File: src/logic/uart_settings.svh
// uart line settings
// bit timing and frame width shared by the serial blocks
`ifndef UART_SETTINGS_SVH
`define UART_SETTINGS_SVH

// clocks per serial bit, 4 or more
// half of it sets the mid-bit sample point
`define UART_CLKS_PER_BIT 16

// data bits per frame, lsb goes out first
`define UART_DATA_BITS 8

`endif

File: src/logic/loop_pkg.sv
// loopback controller types
// state of the read-then-echo loop

package loop_pkg;

   // recv_char waits for a byte, send_char waits for the transmitter
   typedef enum logic {
      recv_char,   // buffer poll
      send_char    // wait on busy, then write
   } loop_state_t;

endpackage

File: src/logic/uart_pkg.sv
// uart line types
// data bytes, bit and baud counters, receiver and transmitter states
`include "uart_settings.svh"

package uart_pkg;

   typedef logic [`UART_DATA_BITS-1:0] uart_byte_t;   // one byte on the line
   typedef logic [3:0] bit_count_t;                   // data bit index in a frame

   // clocks within one bit
   typedef logic [$clog2(`UART_CLKS_PER_BIT)-1:0] baud_count_t;

   // receiver line states
   typedef enum logic [1:0] {rxs_idle, rxs_start, rxs_data, rxs_stop} rx_state_t;

   // transmitter line states
   typedef enum logic [1:0] {txs_idle, txs_start, txs_data, txs_stop} tx_state_t;

endpackage

File: src/logic/uart_host_if.sv
// uart host side
// read/write strobes from the client, status levels and data from the core
interface uart_host_if;
   import uart_pkg::*;

   logic       rd;        // one-cycle read strobe, empties the buffer
   logic       wr;        // one-cycle write strobe, starts a frame
   logic       valid;     // buffer holds a byte
   logic       busy;      // frame on txd
   uart_byte_t rx_data;   // received byte
   uart_byte_t tx_data;   // byte to send

   // the uart side
   modport core (
      input  rd,
      input  wr,
      input  tx_data,
      output valid,
      output busy,
      output rx_data
   );

   // the loopback side
   modport client (
      output rd,
      output wr,
      output tx_data,
      input  valid,
      input  busy,
      input  rx_data
   );

endinterface

File: src/logic/loopback_ctrl.sv
// loopback controller
// reads each received byte, shows it on led and writes it back to the uart
module loopback_ctrl (
   input  logic                 clk,
   input  logic                 reset,
   uart_host_if.client          host,
   output uart_pkg::uart_byte_t led
);
   import loop_pkg::*;

   loop_state_t state;

   always_ff @(posedge clk) begin
      if (reset) begin
         state   <= recv_char;
         host.rd <= 1'b0;
         host.wr <= 1'b0;
         led     <= '0;
      end else begin
         case (state)
            recv_char: begin
               host.rd <= 1'b0;
               host.wr <= 1'b0;         // ends the write pulse
               if (host.valid) begin
                  host.rd <= 1'b1;      // take the byte
                  led     <= host.rx_data;
                  state   <= send_char;
               end
            end
            send_char: begin
               host.rd <= 1'b0;
               // byte stays here while the last echo is still going out
               if (!host.busy) begin
                  host.wr <= 1'b1;
                  state   <= recv_char;
               end
            end
            default: begin
               host.rd <= 1'b0;
               host.wr <= 1'b0;
               state   <= recv_char;
            end
         endcase
      end
   end

   // echo byte, latched together with led
   always_ff @(posedge clk) begin
      if (state == recv_char && host.valid)
         host.tx_data <= host.rx_data;
   end

endmodule

File: src/logic/uart_core.sv
// uart core
// receiver and transmitter behind the host strobes, with a one-byte rx buffer
module uart_core (
   input  logic        clk,
   input  logic        reset,
   input  logic        rxd,
   output logic        txd,
   uart_host_if.core   host
);
   import uart_pkg::*;

   logic       rx_done;    // one-cycle, good stop bit only
   uart_byte_t rx_byte;
   uart_byte_t rx_buf;     // holding buffer
   logic       tx_start;

   uart_rx u_uart_rx (
      .clk   (clk),
      .reset (reset),
      .rxd   (rxd),
      .done  (rx_done),
      .data  (rx_byte)
   );

   // a write during a frame is dropped
   assign tx_start = host.wr & ~host.busy;

   uart_tx u_uart_tx (
      .clk   (clk),
      .reset (reset),
      .start (tx_start),
      .data  (host.tx_data),
      .txd   (txd),
      .busy  (host.busy)
   );

   // new byte wins over a read in the same cycle
   always_ff @(posedge clk) begin
      if (reset)
         host.valid <= 1'b0;
      else if (rx_done)
         host.valid <= 1'b1;
      else if (host.rd)
         host.valid <= 1'b0;   // low the cycle after rd
   end

   always_ff @(posedge clk) begin
      if (rx_done) rx_buf <= rx_byte;   // overwrites an unread byte
   end

   assign host.rx_data = rx_buf;

endmodule

File: src/logic/uart_loopback.sv
// serial loopback top
// every byte received on rxd is shown on led and sent back on txd
`include "uart_settings.svh"

module uart_loopback (
   input  logic                       clk,
   input  logic                       reset,
   input  logic                       rxd,    // serial in, idles high
   output logic                       txd,    // serial out, idles high
   output logic [`UART_DATA_BITS-1:0] led     // last echoed byte
);

   // strobes, status and data between core and controller
   uart_host_if host ();

   // uart with its one-byte receive buffer
   uart_core u_uart_core (
      .clk   (clk),
      .reset (reset),
      .rxd   (rxd),
      .txd   (txd),
      .host  (host.core)
   );

   // read, latch, write back
   loopback_ctrl u_loopback_ctrl (
      .clk   (clk),
      .reset (reset),
      .host  (host.client),
      .led   (led)
   );

endmodule

File: src/logic/uart_rx.sv
// uart receiver
// 8N1 frames sampled at mid-bit, byte dropped on a low stop bit
`include "uart_settings.svh"

module uart_rx (
   input  logic                 clk,
   input  logic                 reset,
   input  logic                 rxd,
   output logic                 done,
   output uart_pkg::uart_byte_t data
);
   import uart_pkg::*;

   localparam baud_count_t bit_end  = baud_count_t'(`UART_CLKS_PER_BIT - 1);
   localparam baud_count_t half_end = baud_count_t'(`UART_CLKS_PER_BIT / 2 - 1);
   localparam baud_count_t stop_end = baud_count_t'(`UART_CLKS_PER_BIT / 2 - 2);
   localparam bit_count_t  last_bit = bit_count_t'(`UART_DATA_BITS - 1);

   rx_state_t   state;
   baud_count_t baud_cnt;     // clocks since last sample point
   bit_count_t  bit_idx;      // next data bit
   logic        rxd_meta;
   logic        rxd_s;        // synchronized line
   logic        mid_seen;     // stop bit sampled, now in its second half
   logic        stop_ok;

   // two-flop sync, line idles high
   always_ff @(posedge clk) begin
      if (reset) begin
         rxd_meta <= 1'b1;
         rxd_s    <= 1'b1;
      end else begin
         rxd_meta <= rxd;
         rxd_s    <= rxd_meta;
      end
   end

   always_ff @(posedge clk) begin
      if (reset) begin
         state    <= rxs_idle;
         baud_cnt <= '0;
         bit_idx  <= '0;
         mid_seen <= 1'b0;
         stop_ok  <= 1'b0;
         done     <= 1'b0;
      end else begin
         done     <= 1'b0;
         baud_cnt <= baud_cnt + 1'b1;
         case (state)
            rxs_idle: begin
               baud_cnt <= '0;
               bit_idx  <= '0;
               mid_seen <= 1'b0;
               if (!rxd_s) state <= rxs_start;   // high to low, start edge
            end
            rxs_start: if (baud_cnt == half_end) begin
               baud_cnt <= '0;
               state    <= rxd_s ? rxs_idle : rxs_data;   // glitch if high again
            end
            rxs_data: if (baud_cnt == bit_end) begin
               baud_cnt <= '0;
               bit_idx  <= bit_idx + 1'b1;
               if (bit_idx == last_bit) state <= rxs_stop;
            end
            rxs_stop: begin
               if (!mid_seen && baud_cnt == bit_end) begin
                  baud_cnt <= '0;
                  mid_seen <= 1'b1;
                  stop_ok  <= rxd_s;             // stop bit level
               end else if (mid_seen && baud_cnt == stop_end) begin
                  done  <= stop_ok;              // lands half a bit after mid stop
                  state <= rxs_idle;
               end
            end
            default: state <= rxs_idle;
         endcase
      end
   end

   // lsb arrives first, shift in from the top
   always_ff @(posedge clk) begin
      if (state == rxs_data && baud_cnt == bit_end)
         data <= {rxd_s, data[`UART_DATA_BITS-1:1]};
   end

endmodule

File: src/logic/uart_tx.sv
// uart transmitter
// 8N1 frames, start bit on the cycle after start, busy through the stop bit
`include "uart_settings.svh"

module uart_tx (
   input  logic                 clk,
   input  logic                 reset,
   input  logic                 start,
   input  uart_pkg::uart_byte_t data,
   output logic                 txd,
   output logic                 busy
);
   import uart_pkg::*;

   localparam baud_count_t bit_end  = baud_count_t'(`UART_CLKS_PER_BIT - 1);
   localparam bit_count_t  last_bit = bit_count_t'(`UART_DATA_BITS - 1);

   tx_state_t   state;
   baud_count_t baud_cnt;
   bit_count_t  bit_idx;    // data bit on the line
   uart_byte_t  shifter;    // bit 0 is on txd

   assign busy = (state != txs_idle);   // low only when txd idles high

   always_ff @(posedge clk) begin
      if (reset) begin
         state    <= txs_idle;
         baud_cnt <= '0;
         bit_idx  <= '0;
         txd      <= 1'b1;
      end else begin
         baud_cnt <= baud_cnt + 1'b1;
         case (state)
            txs_idle: begin
               baud_cnt <= '0;
               bit_idx  <= '0;
               if (start) begin
                  txd   <= 1'b0;               // start bit
                  state <= txs_start;
               end
            end
            txs_start: if (baud_cnt == bit_end) begin
               baud_cnt <= '0;
               txd      <= shifter[0];         // first data bit
               state    <= txs_data;
            end
            txs_data: if (baud_cnt == bit_end) begin
               baud_cnt <= '0;
               bit_idx  <= bit_idx + 1'b1;
               if (bit_idx == last_bit) begin
                  txd   <= 1'b1;               // stop bit
                  state <= txs_stop;
               end else begin
                  txd <= shifter[1];           // next bit, shifter moves below
               end
            end
            txs_stop: if (baud_cnt == bit_end) state <= txs_idle;
            default: state <= txs_idle;
         endcase
      end
   end

   // load on start, shift right at each data bit end
   always_ff @(posedge clk) begin
      if (state == txs_idle && start)
         shifter <= data;
      else if (state == txs_data && baud_cnt == bit_end)
         shifter <= shifter >> 1;
   end

endmodule

File: config.mk
export PLATFORM = sky130hd
export DESIGN_NAME = uart_loopback
export DESIGN_NICKNAME = d
export VERILOG_FILES = /design/src/logic/loop_pkg.sv /design/src/logic/uart_pkg.sv /design/src/logic/uart_host_if.sv /design/src/logic/loopback_ctrl.sv /design/src/logic/uart_core.sv /design/src/logic/uart_loopback.sv /design/src/logic/uart_rx.sv /design/src/logic/uart_tx.sv
export VERILOG_INCLUDE_DIRS = /design/src /design/src/logic
export SDC_FILE = /design/constraint.sdc
export NUM_CORES = 1
export LEC_CHECK = 0
export ABC_AREA = 1
export BUFFER_PORTS_ARGS = -buffer_cell sky130_fd_sc_hd__buf_2
export CORE_ASPECT_RATIO = 1.4
export CORE_UTILIZATION = 60
export DETAILED_ROUTE_END_ITERATION = 8
export GPL_TIMING_DRIVEN = 0
export MAX_ROUTING_LAYER = met4
export PLACE_DENSITY = 0.88
export SYNTH_ARGS = -nofsm -noshare
export SYNTH_HDL_FRONTEND = slang
export SYNTH_SLANG_ARGS = --single-unit
export TNS_END_PERCENT = 30
File: constraint.sdc
create_clock -name clk -period 2.1 [get_ports clk]
set_input_delay 0.105 -clock clk [delete_from_list [all_inputs] [get_ports clk]]
set_output_delay 0.105 -clock clk [all_outputs]
set_load 0.02 [all_outputs]
==> flow_summary.toml <==
[yosys]
seq_area_frac_synth = 0.6229
yosysTopAreaCell = "edfxtp_1"
syn_inst = 264
yosys.area_share.adder = 0.04980
synth_xor_area_frac = 0.01268
ys_seq_elements = 70
avgSynthCellArea_um2 = 10.47
synthDistinctLibCells = 31
synth.net_count = 278
synth.cell_area_mm2 = 0.002764
synth_compound_area_frac = 0.07832
ys_warn_count = 0
muxShareOfSynthArea = 0.02852
synthTopCellsByArea = "edfxtp_1 35%, dfxtp_1 28%, nor2_1 5.7%"
synth_top_cell_area_share = 0.3477
synthSimpleGateAreaFrac = 0.1693
synth_top_family_by_area = "simple AND/OR/NAND/NOR gates"

[grt]
global_route.usage.met2 = 0.3865
use_met1 = 0.2417
grt-ovfl-total = 0
grt_pass1_vias = 1892
grtUsageTotal = 0.2390
antenna_found_initial = 0
grt_first_pass_wirelength_um = 8038
met3_usage = 0.08255
grt-busiest-layer = "met2"
grt_max_degree = 18

[hold_path]
hp-start = "reset"
worstHoldEndpoint = "u_uart_core.u_uart_rx.bit_idx[0]"
hold_path.class = "in2reg"
hold_path_depth = 2

[place]
place_ws_ns = 0.1101
io_buffers = 11
place_congestion = 0.9055
dpl.hpwl_um = 3218
placed_area_mm2 = 0.002894

[critical_path]
reg2reg_slack_ns = 0.30
r2r-start = "u_uart_core.u_uart_tx.state[1]"
start_kind = "register"
endpoint_kind = "register"
worstPathMaxFanout = 9
reg2reg_depth = 4
cp.arrival_ns = 1.78
critPathKind = "reg2reg"
rr_endpoint = "u_uart_core.u_uart_tx.shifter[7]"
critical_path_required_ns = 2.09

[sta]
post-route-period-util = 0.8555
min_period_ns = 1.797
hold_ws_ns = 0.08297
setup_ws_ns = 0.3034
setup_viol = 0
fmax_ghz = 0.5566
slew_violations = 0
slew_headroom = 0.5476
rsz0062_at_grt = "no"
hold_viol_final = 0
worst_slew_pin_slew_ns = 0.6779
fin_skew_ns = 0.01013
setup-tns-final_ns = 0

[clocking]
clk_latency_ns = 0.35
cts_buffer_depth = 2
cts_made_buffers = 9
cts_tree = "done"
clkTransAtPathRegs_ns = 0.07
cts.htree.levels = 3
cts_sinks = 70
root_buffer = "clkbuf_8"

[layout]
mostFrequentLayoutCells = "42 x nor2_1, 38 x dfxtp_1, 37 x nand2_1"
antenna-diode-count = 0
nNetsFinal = 301
final_core_util = 0.7224
layout_commonest_cell = "nor2_1"
drive_above_1_share = 0.1986
fin_area_mm2 = 0.003113
syn2layout_area_growth_pct = 12.63

[power]
p_leak_nw = 1.227
irDropWorstVdd_uv = 609.3
p_per_area_mw_per_mm2 = 936.2

[detailed_routing]
ant_nets = 0
drtIter0Drc = 104
post-route-drc-count = 0
vias_per_cell = 5.341
drt-pass1-iter-count = 5
vias = 1880
wire_per_inst_um = 13.51
wl_um = 4757

[die]
fp.dieW_um = 59.36
ios = 12
rows = 28
core_area_mm2 = 0.004309
die_h_um = 82.31
die_area_mm2 = 0.004886
start_util = 0.6414

[run_status]
outcome = "finished clean"

[flow_run]
cap_violations = 0
==> through the flow <==
stage / instances / total power, mW
final: 352 / 2.914
after CTS: 352 / 2.926
after global placement: 335 / 1.806
after global routing: 352 / 3.049
after detailed placement: 335 / 1.825
after floorplan: 264 / 1.749
==> flip-flops by register name (all words and copies together), names as in the netlist, 2 cells and up, named ones only <==
signal	count
u_uart_core.u_uart_tx.baud_cnt	4
u_uart_core.u_uart_tx.shifter	8
u_uart_core.u_uart_tx.state	2
u_uart_core.u_uart_rx.data	8
u_uart_core.u_uart_tx.bit_idx	4
u_uart_core.host.rx_data	8
u_uart_core.u_uart_rx.baud_cnt	4
u_uart_core.u_uart_rx.bit_idx	4
u_loopback_ctrl.led	8
u_loopback_ctrl.host.tx_data	8
==> how the worst max path moves through the flow <==
| stage | startpoint | to | slack [ns] |
|---|---|---|---|
| after floorplan | u_uart_core.u_uart_tx.state[0] | u_uart_core.u_uart_tx.shifter[0] | 0.38 |
| after global placement | u_uart_core.u_uart_tx.state[0] | u_uart_core.u_uart_tx.shifter[7] | 0.13 |
| after detailed placement | u_uart_core.u_uart_tx.state[0] | u_uart_core.u_uart_tx.shifter[7] | 0.11 |
| after CTS | u_uart_core.u_uart_tx.state[0] | u_uart_core.u_uart_tx.shifter[1] | 0.1 |
| after global routing | u_uart_core.u_uart_tx.state[0] | u_uart_core.u_uart_tx.shifter[4] | 0.18 |
| final | u_uart_core.u_uart_tx.state[1] | u_uart_core.u_uart_tx.shifter[7] | 0.30 |
==> cell families (layout without fill, tap and decap cells) <==
kind of cell | count (synthesis) | count (layout)
buf+inv | 26 | 54
simple gates | 107 | 107
xor+xnor | 4 | 4
fa+ha+maj | 11 | 11
mux | 7 | 7
flops | 70 | 70
compound gates | 39 | 39
==> cells in the mapped netlist <==
master and count:
or2_2 2, a21oi_2 2, inv_1 17, nand3_2 2, buf_2 1, a21oi_1 10, dfxtp_1 38, o21ai_2 2
o21bai_1 1, nand2_1 37, o22ai_1 1, nor2_1 42, clkinv_1 1, nand2_2 4, mux2_2 7, nand4_1 1
nor2_4 1, inv_2 5, o21ai_0 19, clkbuf_1 1, o21ai_1 3, ha_1 11, and3_1 1, nand3_1 10
nor2_2 4, nor3_1 3, edfxtp_1 32, buf_6 1, xor2_1 2, a211oi_1 1, xnor2_1 2
==> area by class of cell <==
cell class                      instances  area (um2)
Buffer                                  3       20.02
Timing Repair Buffer                   12       65.06
Tap cell                               60       75.07
Clock inverter                          5       57.56
Inverter                               23       86.33
Sequential cell                        70        1722
Fill cell                             320        1196
Clock buffer                           11       151.4
Multi-Input combinational cell        168       935.9
==> worst max-delay path, cell delays in order (launching register included) <==
cell,delay (ns)
dfxtp_1,0.35
inv_1,0.13
ha_1,0.25
nand2_1,0.26
o21ai_1,0.45
==> where the power goes <==
| part | internal [mW] | total, mW | switching [mW] |
|---|---|---|---|
| logic | 0.111 | 0.331 | 0.220 |
| clock network | 0.613 | 1.11 | 0.495 |
| registers | 1.44 | 1.48 | 0.0327 |
| total | 2.17 | 2.91 | 0.748 |
==> per-layer routing <==
layer	routed length (um)	share of wire	vias to the layer above
li1	-	-	931
met1	1926	0.40	867
met2	2425	0.51	63
met3	218	0.046	19
met4	186	0.039	0
met5	0	0	-
==> repair_timing <==
| item | 4_1_cts | 5_1_grt |
|---|---|---|
| setup endpoints to repair | 0 | 8 |
| gates resized for setup | 0 | 1 |
| endpoints found under the hold margin | 1 | 0 |
| hold buffers | 1 | 0 |
| buffers inserted | 0 | 0 |
Note: power is estimated with default switching activity, not from simulation.
